**src/common/spi_cmd_pkg.sv**
```systemverilog
package spi_cmd_pkg;

  typedef logic [7:0] byte_t;

  // host opcodes still decoded
  localparam byte_t cmd_get_cookie       = 8'd0;
  localparam byte_t cmd_data_ready       = 8'd5;
  localparam byte_t cmd_get_version      = 8'd15;
  localparam byte_t cmd_set_screen_color = 8'd17;
  localparam byte_t cmd_abus_read        = 8'd18;
  localparam byte_t cmd_set_led          = 8'd26;

  // fixed reply values
  localparam byte_t      cookie        = 8'haf;
  localparam logic [2:0] version_major = 3'd0;
  localparam logic [4:0] version_minor = 5'd3; // packed with major gives 03h

  // parameter store, sized for set_screen_color
  localparam int max_params = 3;
  typedef logic [1:0] param_idx_t;
  typedef byte_t [max_params-1:0] params_t; // params[0] is the first byte received

  // one pre-shift edge plus eight data bits
  localparam int reply_bits = 9;

endpackage

```
**src/common/trs_bus_pkg.sv**
```systemverilog
package trs_bus_pkg;

  typedef logic [7:0] port_t;

  localparam port_t      trs_io_port   = 8'h1f;
  localparam logic [3:0] frehd_port_hi = 4'hc; // FreHD owns c0h..cfh

  // status code shown to the host on esp_s
  typedef logic [3:0] esp_s_t;
  localparam esp_s_t esp_trs_io_in  = 4'd0;
  localparam esp_s_t esp_trs_io_out = 4'd1;
  localparam esp_s_t esp_frehd_in   = 4'd2;
  localparam esp_s_t esp_frehd_out  = 4'd3;
  localparam esp_s_t esp_idle       = 4'hf;

  // request pulse length in clk cycles, fits the 6-bit counter
  localparam int req_pulse_cycles = 50;

  // flops per asynchronous input
  localparam int sync_stages = 2;

endpackage

```
**src/spi/spi_link.sv**
```systemverilog
module spi_link
  import spi_cmd_pkg::*, trs_bus_pkg::*;
(
  input  logic  clk,
  input  logic  cass_out_sel_n,
  input  logic  sck,
  input  logic  cs_n,
  input  logic  mosi,
  input  logic  reply_load,
  input  byte_t tx_byte,
  input  logic  accept,
  output logic  rx_valid,
  output byte_t rx_byte,
  output logic  msg_idle,
  output logic  tx_busy,
  output logic  miso
);

  logic [sync_stages-1:0] sck_sync;
  logic [sync_stages-1:0] cs_sync;
  logic [sync_stages-1:0] mosi_sync;
  logic                   sck_d;      // edge detect register
  logic                   sck_rise;
  logic                   sck_fall;
  logic [2:0]             bit_cnt;
  logic [3:0]             tx_cnt;     // reply bits still owed
  byte_t                  tx_shift;

  always_ff @(posedge clk or negedge cass_out_sel_n) begin
    if (!cass_out_sel_n) begin
      sck_sync  <= '0;
      cs_sync   <= '1; // deselected
      mosi_sync <= '0;
      sck_d     <= 1'b0;
    end else begin
      sck_sync  <= {sck_sync[sync_stages-2:0], sck};
      cs_sync   <= {cs_sync[sync_stages-2:0], cs_n};
      mosi_sync <= {mosi_sync[sync_stages-2:0], mosi};
      sck_d     <= sck_sync[sync_stages-1];
    end
  end

  assign sck_rise = sck_sync[sync_stages-1] & ~sck_d;
  assign sck_fall = ~sck_sync[sync_stages-1] & sck_d;
  assign msg_idle = cs_sync[sync_stages-1];

  // receive side, bit count restarts with every select
  always_ff @(posedge clk or negedge cass_out_sel_n) begin
    if (!cass_out_sel_n) begin
      bit_cnt  <= '0;
      rx_valid <= 1'b0;
    end else begin
      rx_valid <= sck_rise && !msg_idle && (bit_cnt == 3'd7) && accept; // 8th bit
      if (msg_idle)
        bit_cnt <= '0;
      else if (sck_rise)
        bit_cnt <= bit_cnt + 3'd1;
    end
  end

  always_ff @(posedge clk) begin
    if (sck_rise && !msg_idle)
      rx_byte <= {rx_byte[6:0], mosi_sync[sync_stages-1]}; // msb first
  end

  // transmit side, reply goes out in the byte after the command
  always_ff @(posedge clk or negedge cass_out_sel_n) begin
    if (!cass_out_sel_n) begin
      tx_cnt   <= '0;
      tx_shift <= '0;
    end else if (msg_idle) begin
      tx_cnt   <= '0;
      tx_shift <= '0; // miso parks low between messages
    end else if (reply_load) begin
      tx_cnt <= 4'(reply_bits);
    end else if (sck_fall && (tx_cnt != '0)) begin
      tx_cnt <= tx_cnt - 4'd1;
      if (tx_cnt == 4'(reply_bits))
        tx_shift <= tx_byte;              // count steps to eight, msb now on miso
      else
        tx_shift <= {tx_shift[6:0], 1'b0};
    end
  end

  assign tx_busy = (tx_cnt != '0);
  assign miso    = tx_shift[7];

  // a reply is armed a cycle after its command byte, never alongside a new byte
  a_no_rx_on_load: assert property (@(posedge clk) disable iff (!cass_out_sel_n)
    !(rx_valid && reply_load));

endmodule

```
**src/rtl/cmd_ctrl.sv**
```systemverilog
module cmd_ctrl
  import spi_cmd_pkg::*;
(
  input  logic    clk,
  input  logic    cass_out_sel_n,
  input  logic    rx_valid,
  input  byte_t   rx_byte,
  input  logic    msg_idle,
  input  logic    tx_busy,
  output logic    action,
  output logic    reply_load,
  output logic    data_ready_set,
  output logic    bad_cmd,
  output logic    accept,
  output byte_t   cmd,
  output params_t params
);

  typedef enum logic {
    idle,
    read_bytes
  } state_t;

  state_t     state;
  param_idx_t idx;        // next parameter slot
  param_idx_t param_cnt;  // parameters owed by the current opcode
  param_idx_t op_params;
  logic       op_reply;
  logic       op_known;

  // opcode table
  always_comb begin
    op_params = '0;
    op_reply  = 1'b0;
    op_known  = 1'b1;
    case (rx_byte)
      cmd_get_cookie,
      cmd_get_version,
      cmd_abus_read:        op_reply = 1'b1;
      cmd_data_ready:       op_reply = 1'b0;  // no reply, just the irq
      cmd_set_led:          op_params = 2'd1;
      cmd_set_screen_color: op_params = param_idx_t'(max_params);
      default:              op_known = 1'b0;
    endcase
  end

  // bytes are taken unless a reply is still shifting out
  assign accept = (state == read_bytes) || !tx_busy;

  always_ff @(posedge clk or negedge cass_out_sel_n) begin
    if (!cass_out_sel_n) begin
      state          <= idle;
      idx            <= '0;
      param_cnt      <= '0;
      action         <= 1'b0;
      reply_load     <= 1'b0;
      data_ready_set <= 1'b0;
      bad_cmd        <= 1'b0;
    end else begin
      action         <= 1'b0;
      reply_load     <= 1'b0;
      data_ready_set <= 1'b0;
      bad_cmd        <= 1'b0;
      if (msg_idle) begin
        state <= idle;  // cs high aborts a half read command
        idx   <= '0;
      end else if (rx_valid) begin
        case (state)
          idle: begin
            idx       <= '0;
            param_cnt <= op_params;
            if (!op_known) begin
              bad_cmd <= 1'b1;
            end else if (op_params == '0) begin
              action         <= 1'b1;
              reply_load     <= op_reply;
              data_ready_set <= (rx_byte == cmd_data_ready);
            end else begin
              state <= read_bytes;
            end
          end
          read_bytes: begin
            if (idx == param_cnt - 2'd1) begin
              action <= 1'b1; // last parameter in
              state  <= idle;
            end else begin
              idx <= idx + 2'd1;
            end
          end
          default: state <= idle;
        endcase
      end
    end
  end

  // opcode and parameter bytes
  always_ff @(posedge clk) begin
    if (rx_valid && !msg_idle) begin
      if (state == idle)
        cmd <= rx_byte;
      else
        params[idx] <= rx_byte;
    end
  end

  a_idx_in_range: assert property (@(posedge clk) disable iff (!cass_out_sel_n)
    (state == read_bytes) |-> (idx < param_cnt));

endmodule

```
**src/rtl/host_regs.sv**
```systemverilog
module host_regs
  import spi_cmd_pkg::*, trs_bus_pkg::*;
(
  input  logic        clk,
  input  logic        cass_out_sel_n,
  input  logic        action,
  input  logic        bad_cmd,
  input  byte_t       cmd,
  input  params_t     params,
  input  port_t       a,
  output byte_t       tx_byte,
  output logic        led_red,
  output logic        led_green,
  output logic        led_blue,
  output logic        err_led,
  output logic [23:0] screen_color
);

  always_ff @(posedge clk or negedge cass_out_sel_n) begin
    if (!cass_out_sel_n) begin
      led_red      <= 1'b0;
      led_green    <= 1'b0;
      led_blue     <= 1'b0;
      err_led      <= 1'b0;
      screen_color <= 24'hffffff; // white
    end else begin
      if (bad_cmd)
        err_led <= 1'b1;          // sticky until reset
      if (action) begin
        case (cmd)
          cmd_set_led: begin
            led_red   <= params[0][0];
            led_green <= params[0][1];
            led_blue  <= params[0][2];
          end
          cmd_set_screen_color:
            screen_color <= {params[0], params[1], params[2]}; // r g b
          default: ;
        endcase
      end
    end
  end

  // reply byte, held until the next reply command
  always_ff @(posedge clk) begin
    if (action) begin
      case (cmd)
        cmd_get_cookie:  tx_byte <= cookie;
        cmd_get_version: tx_byte <= {version_major, version_minor};
        cmd_abus_read:   tx_byte <= a;  // low address byte as seen now
        default: ;
      endcase
    end
  end

endmodule

```
**src/rtl/esp_bridge.sv**
```systemverilog
module esp_bridge
  import trs_bus_pkg::*;
(
  input  logic   clk,
  input  logic   cass_out_sel_n,
  input  logic   ioreq_n,
  input  logic   in_n,
  input  logic   out_n,
  input  logic   done,
  input  logic   data_ready_set,
  input  port_t  a,
  output logic   req,
  output logic   wait_n,
  output logic   int_req,
  output esp_s_t esp_s
);

  logic [sync_stages-1:0] ioreq_sync;
  logic [sync_stages-1:0] in_sync;
  logic [sync_stages-1:0] out_sync;
  logic [sync_stages-1:0] done_sync;
  logic                   sel_d;
  logic                   done_d;
  logic                   rd_act, wr_act;
  logic                   trs_hit, frehd_hit;
  logic                   sel, sel_rise, done_rise;
  logic [5:0]             cnt;      // request pulse countdown

  always_ff @(posedge clk or negedge cass_out_sel_n) begin
    if (!cass_out_sel_n) begin
      ioreq_sync <= '1;
      in_sync    <= '1;
      out_sync   <= '1;
      done_sync  <= '0;
      sel_d      <= 1'b0;
      done_d     <= 1'b0;
    end else begin
      ioreq_sync <= {ioreq_sync[sync_stages-2:0], ioreq_n};
      in_sync    <= {in_sync[sync_stages-2:0], in_n};
      out_sync   <= {out_sync[sync_stages-2:0], out_n};
      done_sync  <= {done_sync[sync_stages-2:0], done};
      sel_d      <= sel;
      done_d     <= done_sync[sync_stages-1];
    end
  end

  // io cycle decode
  assign rd_act    = ~ioreq_sync[sync_stages-1] & ~in_sync[sync_stages-1];
  assign wr_act    = ~ioreq_sync[sync_stages-1] & ~out_sync[sync_stages-1];
  assign trs_hit   = (a == trs_io_port);
  assign frehd_hit = (a[7:4] == frehd_port_hi);
  assign sel       = (rd_act | wr_act) & (trs_hit | frehd_hit);
  assign sel_rise  = sel & ~sel_d;
  assign done_rise = done_sync[sync_stages-1] & ~done_d;

  always_comb begin
    esp_s = esp_idle;
    if (rd_act && trs_hit)
      esp_s = esp_trs_io_in;
    else if (wr_act && trs_hit)
      esp_s = esp_trs_io_out;
    else if (rd_act && frehd_hit)
      esp_s = esp_frehd_in;
    else if (wr_act && frehd_hit)
      esp_s = esp_frehd_out;
  end

  always_ff @(posedge clk or negedge cass_out_sel_n) begin
    if (!cass_out_sel_n) begin
      req     <= 1'b0;
      wait_n  <= 1'b1;
      cnt     <= '0;
      int_req <= 1'b0;
    end else begin
      if (sel_rise) begin
        req    <= 1'b1;  // a new access restarts the pulse
        wait_n <= 1'b0;
        cnt    <= 6'(req_pulse_cycles);
      end else begin
        if (done_rise)
          wait_n <= 1'b1; // host finished, let the z80 go
        if (cnt == 6'd1)
          req <= 1'b0;
        if (cnt != '0)
          cnt <= cnt - 6'd1;
      end
      if (data_ready_set)
        int_req <= 1'b1;
      else if (sel_rise && trs_hit)
        int_req <= 1'b0; // trs-io access acks the irq
    end
  end

  // an unbroken pulse ends after exactly req_pulse_cycles
  a_req_len: assert property (@(posedge clk) disable iff (!cass_out_sel_n)
    sel_rise ##1 (!sel_rise) [*req_pulse_cycles] |=> !req);

endmodule

```
**src/rtl/trs_io_top.sv**
```systemverilog
module trs_io_top
  import spi_cmd_pkg::*, trs_bus_pkg::*;
(
  input  logic        clk,
  input  logic        cass_out_sel_n,
  input  logic        sck,
  input  logic        cs_n,
  input  logic        mosi,
  output logic        miso,
  input  logic        ioreq_n,
  input  logic        in_n,
  input  logic        out_n,
  input  port_t       a,
  input  logic        done,
  output logic        req,
  output esp_s_t      esp_s,
  output logic        wait_n,
  output logic        int_req,
  output logic        led_red,
  output logic        led_green,
  output logic        led_blue,
  output logic        err_led,
  output logic [23:0] screen_color
);

  logic    rx_valid;
  byte_t   rx_byte;
  logic    msg_idle;
  logic    tx_busy;
  logic    accept;
  logic    reply_load;
  byte_t   tx_byte;
  logic    action;
  logic    bad_cmd;
  logic    data_ready_set;
  byte_t   cmd;
  params_t params;

  spi_link u_spi_link (
    .clk            (clk),
    .cass_out_sel_n (cass_out_sel_n),
    .sck            (sck),
    .cs_n           (cs_n),
    .mosi           (mosi),
    .reply_load     (reply_load),
    .tx_byte        (tx_byte),
    .accept         (accept),
    .rx_valid       (rx_valid),
    .rx_byte        (rx_byte),
    .msg_idle       (msg_idle),
    .tx_busy        (tx_busy),
    .miso           (miso)
  );

  cmd_ctrl u_cmd_ctrl (
    .clk            (clk),
    .cass_out_sel_n (cass_out_sel_n),
    .rx_valid       (rx_valid),
    .rx_byte        (rx_byte),
    .msg_idle       (msg_idle),
    .tx_busy        (tx_busy),
    .action         (action),
    .reply_load     (reply_load),
    .data_ready_set (data_ready_set),
    .bad_cmd        (bad_cmd),
    .accept         (accept),
    .cmd            (cmd),
    .params         (params)
  );

  host_regs u_host_regs (
    .clk            (clk),
    .cass_out_sel_n (cass_out_sel_n),
    .action         (action),
    .bad_cmd        (bad_cmd),
    .cmd            (cmd),
    .params         (params),
    .a              (a),
    .tx_byte        (tx_byte),
    .led_red        (led_red),
    .led_green      (led_green),
    .led_blue       (led_blue),
    .err_led        (err_led),
    .screen_color   (screen_color)
  );

  esp_bridge u_esp_bridge (
    .clk            (clk),
    .cass_out_sel_n (cass_out_sel_n),
    .ioreq_n        (ioreq_n),
    .in_n           (in_n),
    .out_n          (out_n),
    .done           (done),
    .data_ready_set (data_ready_set),
    .a              (a),
    .req            (req),
    .wait_n         (wait_n),
    .int_req        (int_req),
    .esp_s          (esp_s)
  );

endmodule

```
**config.mk**
```make
export PLATFORM = sky130hd
export DESIGN_NAME = trs_io_top
export DESIGN_NICKNAME = d
export VERILOG_FILES = /design/src/common/spi_cmd_pkg.sv /design/src/common/trs_bus_pkg.sv /design/src/spi/spi_link.sv /design/src/rtl/cmd_ctrl.sv /design/src/rtl/host_regs.sv /design/src/rtl/esp_bridge.sv /design/src/rtl/trs_io_top.sv
export SDC_FILE = /design/constraint.sdc
export NUM_CORES = 1
export LEC_CHECK = 0
export BUFFER_PORTS_ARGS = -buffer_cell sky130_fd_sc_hd__buf_2
export CORE_UTILIZATION = 45
export DETAILED_ROUTE_END_ITERATION = 7
export PLACE_DENSITY = 0.66
export SYNTH_ARGS = -nofsm -noshare
export SYNTH_HDL_FRONTEND = slang
export SYNTH_SLANG_ARGS = --single-unit
```
**constraint.sdc**
```tcl
create_clock -name clk -period 2.3 [get_ports clk]
set_clock_uncertainty 0.05 [all_clocks]
set_input_delay 0.575 -clock clk [delete_from_list [all_inputs] [get_ports clk]]
set_output_delay 0.575 -clock clk [all_outputs]
set_load 0.02 [all_outputs]
```
==> results.sh, run 1 <==
export IMPL_outcome="finished, violations left"
export IMPL_violations="negative setup slack"
export IMPL_p_per_area_nw_per_um2=880
export IMPL_area_growth_pct=22.5
export IMPL_ys_ff_latch=127
export IMPL_period_needed_ns=2.52
export IMPL_crit_required_ns=1.67
export IMPL_end_kind="output port"
export IMPL_ys_types=53
export IMPL_cts_sinks=127
export IMPL_pre_cts_slack_ns=-0.238
export IMPL_critical_path_class="primary input to output port"
export IMPL_initial_utilization_pct=46.5
export IMPL_synthArstFlopShare_pct=62.2
export IMPL_finalPower_w=0.00545
export IMPL_startpoint_type="primary input"
export IMPL_synth_area_leaders="edfxtp_1 (28%), dfrtp_1 (23%), dfstp_2 (17%), mux2_2 (5.8%), ha_1 (2.7%)"
export IMPL_postRouteWirelength_um=8750
export IMPL_arrival_ns=1.90
export IMPL_drcViolationCount=0
export IMPL_crit_path_start="a[6]"
export IMPL_viasPerCell=5.07
export IMPL_n_antenna_cell=0
export IMPL_worstSkewPairLatency_ns=0.51
export IMPL_cts_made_buffers=17
export IMPL_wl_met2_um=4410
export IMPL_die_w_um=108
export IMPL_min_from="cs_n"
export IMPL_synth_top_cell_area_share_pct=28.5
export IMPL_layout_nets=452
export IMPL_num_io_pins=53
export IMPL_wl_met3_um=347
export IMPL_dp_final_hpwl_um=5780
export IMPL_portBuffers=52
export IMPL_setup_viol=4
export IMPL_yosysSeqAreaShare_pct=68.4
export IMPL_h_tree_depth=4
export IMPL_num_fill_cells=849
export IMPL_worstSetupEndpoint="esp_s[0]"
export IMPL_drt_iter0_drc=198
export IMPL_slew_violations=0
export IMPL_overflow=0
export IMPL_cts_root_buf="clkbuf_8"
export IMPL_drive_gt1_share_pct=37.5
export IMPL_leakage_nw=2.69
export IMPL_peakVddDrop_mv=0.494
export IMPL_antenna_found_initial=0
export IMPL_wl_met1_um=3900
export IMPL_ctsLongestPathBuffers=2
export IMPL_gp_congestion=0.748
export IMPL_clkSlewWorstSetupHoldPaths_ns=0.05
export IMPL_finalWorstSetupSlack_ns=-0.221
export IMPL_syn_area_um2=5060
export IMPL_cp_max_fo=3
export IMPL_grt_pass1_vias=2999
export IMPL_wl_per_cell_um=15.2
export IMPL_dp_cells=543
export IMPL_final_period_utilization_pct=110
export IMPL_slew_headroom_pct=65.4
export IMPL_drtAntennaViolNets=0
export IMPL_grt_max_degree=52
export IMPL_synth_edff_count=48
export IMPL_worst_pin_slew_ns=0.514
export IMPL_rows=38
export IMPL_synth_top_cell_by_area="edfxtp_1"
export IMPL_reg2reg_depth=6
export IMPL_worstReg2RegStart="u_spi_link.tx_cnt[0]$_DFFE_PN0P_"
export IMPL_highest_layer="met4"
export IMPL_postSynthCellCount=345
export IMPL_rsz0062_at_grt="true"
export IMPL_ys_flop_type="edfxtp_1"
export IMPL_syn_nets=373
export IMPL_avgSynthCellArea_um2=14.7
export IMPL_fmax_mhz=397
export IMPL_rrSetupSlack_ns=0.44
export IMPL_holdWs_ns=0.113
export IMPL_worstReg2RegEnd="u_spi_link.tx_cnt[1]$_DFFE_PN0P_"
export IMPL_grt_pass1_wl_um=14500
export IMPL_vias=2928
export IMPL_die_height_um=108
export IMPL_grt_usage_pct=16.9
export IMPL_dr_pass1_iters=4
export IMPL_dieArea_um2=11700
export IMPL_hold_viol_final=0
export IMPL_yosysWarningCount=0
export IMPL_fin_tns_setup_ns=-0.689
export IMPL_finalNonFillerCells=577
export IMPL_max_cap_viol_count=0
export IMPL_hold_path_class="primary input to flip-flop"
export IMPL_coreArea_um2=10900
export IMPL_cts_tree="done"
==> state kept, by name, summed over array words and instances, names as in the netlist, 3 cells and up <==
| name | count |
|---|---|
| u_cmd_ctrl.params | 24 |
| u_host_regs.screen_color | 24 |
| u_cmd_ctrl.cmd | 8 |
| u_host_regs.tx_byte | 8 |
| u_spi_link.rx_byte | 8 |
| u_spi_link.tx_shift | 8 |
| u_esp_bridge.cnt | 6 |
| u_spi_link.tx_cnt | 4 |
| u_spi_link.bit_cnt | 3 |
==> what timing repair did <==
action                                 in CTS  in global routing
gates resized for setup                     7                  0
hold buffers                                1                  0
pin swaps                                   1                  1
endpoints found under the hold margin       7                  0
setup buffers                               1                  0
setup endpoints to repair                   4                  4
==> critical path, cell delays in order <==
cell	delay (ns)
buf_6	0.09
or4_4	0.55
a21o_2	0.22
or3_1	0.29
buf_2	0.16
==> cell families after synthesis <==
family,Yosys count,synth area share [%]
flops,127,68.4
simple gates,93,9.99
compound gates,43,6.48
mux,40,8.61
buf+inv,20,1.90
xor+xnor,11,1.90
fa+ha+maj,11,2.72
==> per-layer routing <==
layer / GRT usage (%) / vias to the layer above
met1: 21.0 / 1454
li1: - / 1412
met2: 26.9 / 55
met4: 7.53 / 0
met5: 0 / -
met3: 5.61 / 7
==> per-stage QoR <==
| step | instance area (um2) | utilization, % |
|---|---|---|
| floorplan | 5060 | - |
| global placement | 5580 | 51.2 |
| detailed placement | 5580 | 51.2 |
| CTS | 6200 | 56.9 |
| global route | 6200 | 56.9 |
| finish | 6200 | 56.9 |
==> cells in the final DEF (no fill, tap or decap), types with 3 or more instances in the layout <==
master / Yosys / routed
edfxtp_1: 48 / 48
buf_2: 2 / 47
dfrtp_1: 46 / 46
dfstp_2: 33 / 33
mux2_2: 26 / 26
nand2_1: 20 / 20
nor2_1: 20 / 20
clkbuf_16: 0 / 16
buf_4: 1 / 15
inv_1: 12 / 12
mux2i_1: 12 / 12
ha_1: 11 / 11
a21oi_1: 10 / 10
o31ai_1: 8 / 8
nand3_1: 7 / 7
nor3_1: 7 / 7
and2_1: 6 / 6
a21o_1: 6 / 6
xor2_1: 6 / 6
nand2b_1: 6 / 6
clkbuf_1: 3 / 6
xnor2_1: 5 / 5
nand3b_1: 4 / 4
a21o_2: 4 / 4
nor4_1: 4 / 4
o21ai_0: 4 / 4
clkbuf_8: 0 / 3
bufinv_16: 0 / 3
buf_6: 2 / 3
==> cells in the mapped netlist (all sizes together), types with 2 or more instances <==
| master | number |
|---|---|
| dfrtp | 46 |
| clkbuf | 3 |
| and3 | 2 |
| mux2i | 12 |
| nor3 | 7 |
| xnor2 | 5 |
| or3 | 2 |
| dfstp | 33 |
| buf | 5 |
| a21o | 10 |
| nor4 | 5 |
| a22oi | 2 |
| nor2b | 2 |
| or2 | 4 |
| or4 | 2 |
| ha | 11 |
| xor2 | 6 |
| mux2 | 28 |
| edfxtp | 48 |
| o31ai | 8 |
| inv | 12 |
| o21ai | 4 |
| nand2b | 6 |
| nand3b | 4 |
| a21oi | 10 |
| nor2 | 20 |
| and2 | 6 |
| nand3 | 7 |
| nand2 | 20 |
==> worst min-delay path by stage <==
stage / slack (ns) / end / cells after the start
floorplan: 0.23 / u_cmd_ctrl.action$_DFF_PN0_ / 0
global placement: 0.28 / u_spi_link.mosi_sync[1]$_DFF_PN0_ / 0
detailed placement: 0.29 / u_spi_link.mosi_sync[1]$_DFF_PN0_ / 0
CTS: 0.08 / u_spi_link.cs_sync[0]$_DFF_PN1_ / 1
global route: 0.09 / u_esp_bridge.ioreq_sync[0]$_DFF_PN1_ / 1
finish: 0.11 / u_spi_link.cs_sync[0]$_DFF_PN1_ / 1
==> where the power goes <==
part / internal (W) / total, W / switching, W / leakage (nW)
logic: 0.000168 / 0.000342 / 0.000174 / 1.01
clock network: 0.00170 / 0.00258 / 0.000880 / 0.278
registers: 0.00244 / 0.00253 / 0.0000891 / 1.40
total: 0.00431 / 0.00545 / 0.00114 / 2.69
==> layout make-up <==
type                       count  area, um2  share of cell area [%]
sequential                   127       3460                    55.8
multi-input combinational    198       1510                    24.4
clock buffer                  25        464                    7.49
timing repair buffer          68        432                    6.97
tap                          140        175                    2.83
clock inverter                 7        111                    1.80
inverter                      12       45.0                   0.727
(Power assumes the default switching activity.)
==> run 2: changes to the inputs <==
--- a/config.mk
+++ b/config.mk
@@ -6,9 +6,10 @@
 export NUM_CORES = 1
 export LEC_CHECK = 0
 export BUFFER_PORTS_ARGS = -buffer_cell sky130_fd_sc_hd__buf_2
-export CORE_UTILIZATION = 45
+export CORE_UTILIZATION = 53
 export DETAILED_ROUTE_END_ITERATION = 7
-export PLACE_DENSITY = 0.66
+export PLACE_DENSITY = 0.76
 export SYNTH_ARGS = -nofsm -noshare
 export SYNTH_HDL_FRONTEND = slang
+export SYNTH_HIERARCHICAL = 1
 export SYNTH_SLANG_ARGS = --single-unit
==> results.sh, run 2 <==
export IMPL_crit_required_ns=1.67
export IMPL_viasPerCell=5.59
export IMPL_grt_pass1_wl_um=15300
export IMPL_max_cap_viol_count=0
export IMPL_num_fill_cells=659
export IMPL_ys_types=70
export IMPL_ys_ff_latch=127
export IMPL_slew_violations=0
export IMPL_n_antenna_cell=0
export IMPL_pre_cts_slack_ns=0.0555
export IMPL_wl_per_cell_um=16.2
export IMPL_initial_utilization_pct=55.5
export IMPL_regArea_um2=3460
export IMPL_largestRegisters="u_cmd_ctrl/params (24), u_host_regs/screen_color (24)"
export IMPL_worstReg2RegEnd="u_cmd_ctrl/data_ready_set$_DFF_PN0_"
export IMPL_path_buf_inv=2
export IMPL_synth_edff_count=48
export IMPL_drtAntennaViolNets=0
export IMPL_dieArea_um2=10200
export IMPL_multiInputGateArea_um2=1610
export IMPL_drive_gt1_share_pct=38.4
export IMPL_portBuffers=52
export IMPL_dr_pass1_iters=5
export IMPL_ctsLongestPathBuffers=2
export IMPL_outcome="completed"
export IMPL_synth_area_leaders="edfxtp_1 (28%), dfrtp_1 (22%), dfstp_2 (17%), mux2_4 (5.8%), ha_1 (2.2%)"
export IMPL_dp_final_hpwl_um=5990
export IMPL_drcViolationCount=0
export IMPL_worst_path_largest_cell_delay_ns=0.31
export IMPL_yosysWarningCount=6
export IMPL_setup_viol=0
export IMPL_ctsHoldBuffers=0
export IMPL_layout_nets=458
export IMPL_final_period_utilization_pct=96.5
export IMPL_overflow=0
export IMPL_synthArstFlopShare_pct=62.2
export IMPL_drt_iter0_drc=226
export IMPL_yosysSeqAreaShare_pct=66.5
export IMPL_worstReg2RegStart="u_spi_link/rx_byte[1]$_DFFE_PP_"
export IMPL_num_io_pins=53
export IMPL_postSynthCellCount=359
export IMPL_worstSkewPairLatency_ns=0.52
export IMPL_crit_family="simple AND/OR/NAND/NOR gates"
export IMPL_hold_viol_final=0
export IMPL_cts_root_buf="clkbuf_8"
export IMPL_cp_max_fo=4
export IMPL_cts_sinks=127
export IMPL_postRouteWirelength_um=9270
export IMPL_arrival_ns=1.59
export IMPL_fmax_mhz=451
export IMPL_slew_headroom_pct=42.6
export IMPL_final_common_cell="buf_2"
export IMPL_synthTopCellsByCount="edfxtp_1 (48), dfrtp_1 (46), dfstp_2 (33)"
export IMPL_rrSetupSlack_ns=0.44
export IMPL_gp_congestion=0.813
export IMPL_yosysMostFrequentCell="edfxtp_1"
export IMPL_avgSynthCellArea_um2=14.5
export IMPL_finalWorstSetupSlack_ns=0.0808
export IMPL_clkSlewWorstSetupHoldPaths_ns=0.06
export IMPL_reg2reg_depth=4
export IMPL_period_needed_ns=2.22
export IMPL_syn_area_um2=5200
export IMPL_vias=3208
export IMPL_critPathMostFrequentCell="buf_2"
export IMPL_coreArea_um2=9370
export IMPL_grt_usage_pct=20.3
export IMPL_synth_top_cell_area_share_pct=27.7
export IMPL_hold_path_class="primary input to async pin"
export IMPL_end_kind="output port"
export IMPL_grt_max_degree=80
export IMPL_holdWs_ns=0.00841
export IMPL_ys_flop_type="edfxtp_1"
export IMPL_critPathSlowestCell="or3_1"
export IMPL_critical_path_class="primary input to output port"
export IMPL_cts_made_buffers=17
export IMPL_synth_top_cell_by_area="edfxtp_1"
export IMPL_rsz0062_at_grt="false"
export IMPL_peakVddDrop_mv=0.544
export IMPL_post_route_util_pct=67.2
export IMPL_worst_pin_slew_ns=0.853
export IMPL_crit_path_cell_trace="buf_2, nor4b_4, a32oi_1, or3_1, buf_2"
export IMPL_h_tree_depth=4
export IMPL_area_growth_pct=21.2
export IMPL_rows=35
export IMPL_grt_pass1_vias=3187
export IMPL_startpoint_type="primary input"
export IMPL_antenna_found_initial=0
export IMPL_fin_tns_setup_ns=0
export IMPL_cts_tree="done"
export IMPL_p_per_area_nw_per_um2=908
export IMPL_die_w_um=101
export IMPL_final_cell_mix="buf_2 (51), edfxtp_1 (48), dfrtp_1 (46)"
export IMPL_syn_nets=385
export IMPL_leakage_nw=2.64
export IMPL_die_height_um=101
[run 2: changes by cell type after synthesis, moves of 7 or more]
cell / change
mux2_2: -19
mux2_4: +20
mux2i_1: -9
nand2_1: +7
nor2_1: -9
o31ai_1: -7
[run 2: repair_timing]
item,4_1_cts,5_1_grt
resized for setup,0,1
setup buffers,0,0
endpoints found under the setup margin,0,3
[run 2: stage by stage]
step	instance area, um2	power [W]	instances
3_3_place_gp	5660	0.00289	542
3_5_place_dp	5660	0.00291	542
2_1_floorplan	5200	0.00278	359
6_report	6300	0.00572	574
4_1_cts	6290	0.00578	574
5_1_grt	6300	0.00593	574
[run 2: power breakdown]
| part | total [W] | internal (W) | switching (W) |
|---|---|---|---|
| Clock | 0.00285 | 0.00180 | 0.00105 |
| Combinational | 0.000347 | 0.000159 | 0.000187 |
| Sequential | 0.00252 | 0.00244 | 0.0000851 |
[run 2: worst max-delay path by stage]
stage	startpoint	end	slack, ns	depth (start not counted)
floorplan	a[7]	esp_s[3]	0.08	4
global placement	a[7]	esp_s[0]	0.12	5
detailed placement	a[7]	esp_s[0]	0.06	5
CTS	a[7]	esp_s[0]	0.04	5
global route	a[7]	esp_s[0]	0.005	5
finish	a[7]	esp_s[0]	0.08	5
[run 2: cell type report]
class                      instances  area share (%)
sequential                       127            54.9
multi-input combinational        208            25.6
clock buffer                      17            6.57
timing repair buffer              64            6.00
clock inverter                    15            3.55
tap                              129            2.56
inverter                          14           0.834
[run 2: layer usage]
| metal | vias up | GRT usage, % | part of all wire (%) |
|---|---|---|---|
| met3 | 18 | 6.17 | 4.6 |
| met1 | 1610 | 25.0 | 44 |
| met4 | 0 | 10.1 | 1.9 |
| met5 | - | 0 | 0 |
| met2 | 91 | 32.5 | 50 |
| li1 | 1489 | - | - |
[run 2: cell families after synthesis]
| group | after synthesis | synth area share [%] |
|---|---|---|
| compound gates | 62 | 8.30 |
| xor+xnor | 4 | 0.818 |
| fa+ha+maj | 9 | 2.17 |
| buf+inv | 24 | 2.65 |
| flops | 127 | 66.5 |
| mux | 30 | 7.87 |
| simple gates | 103 | 11.7 |
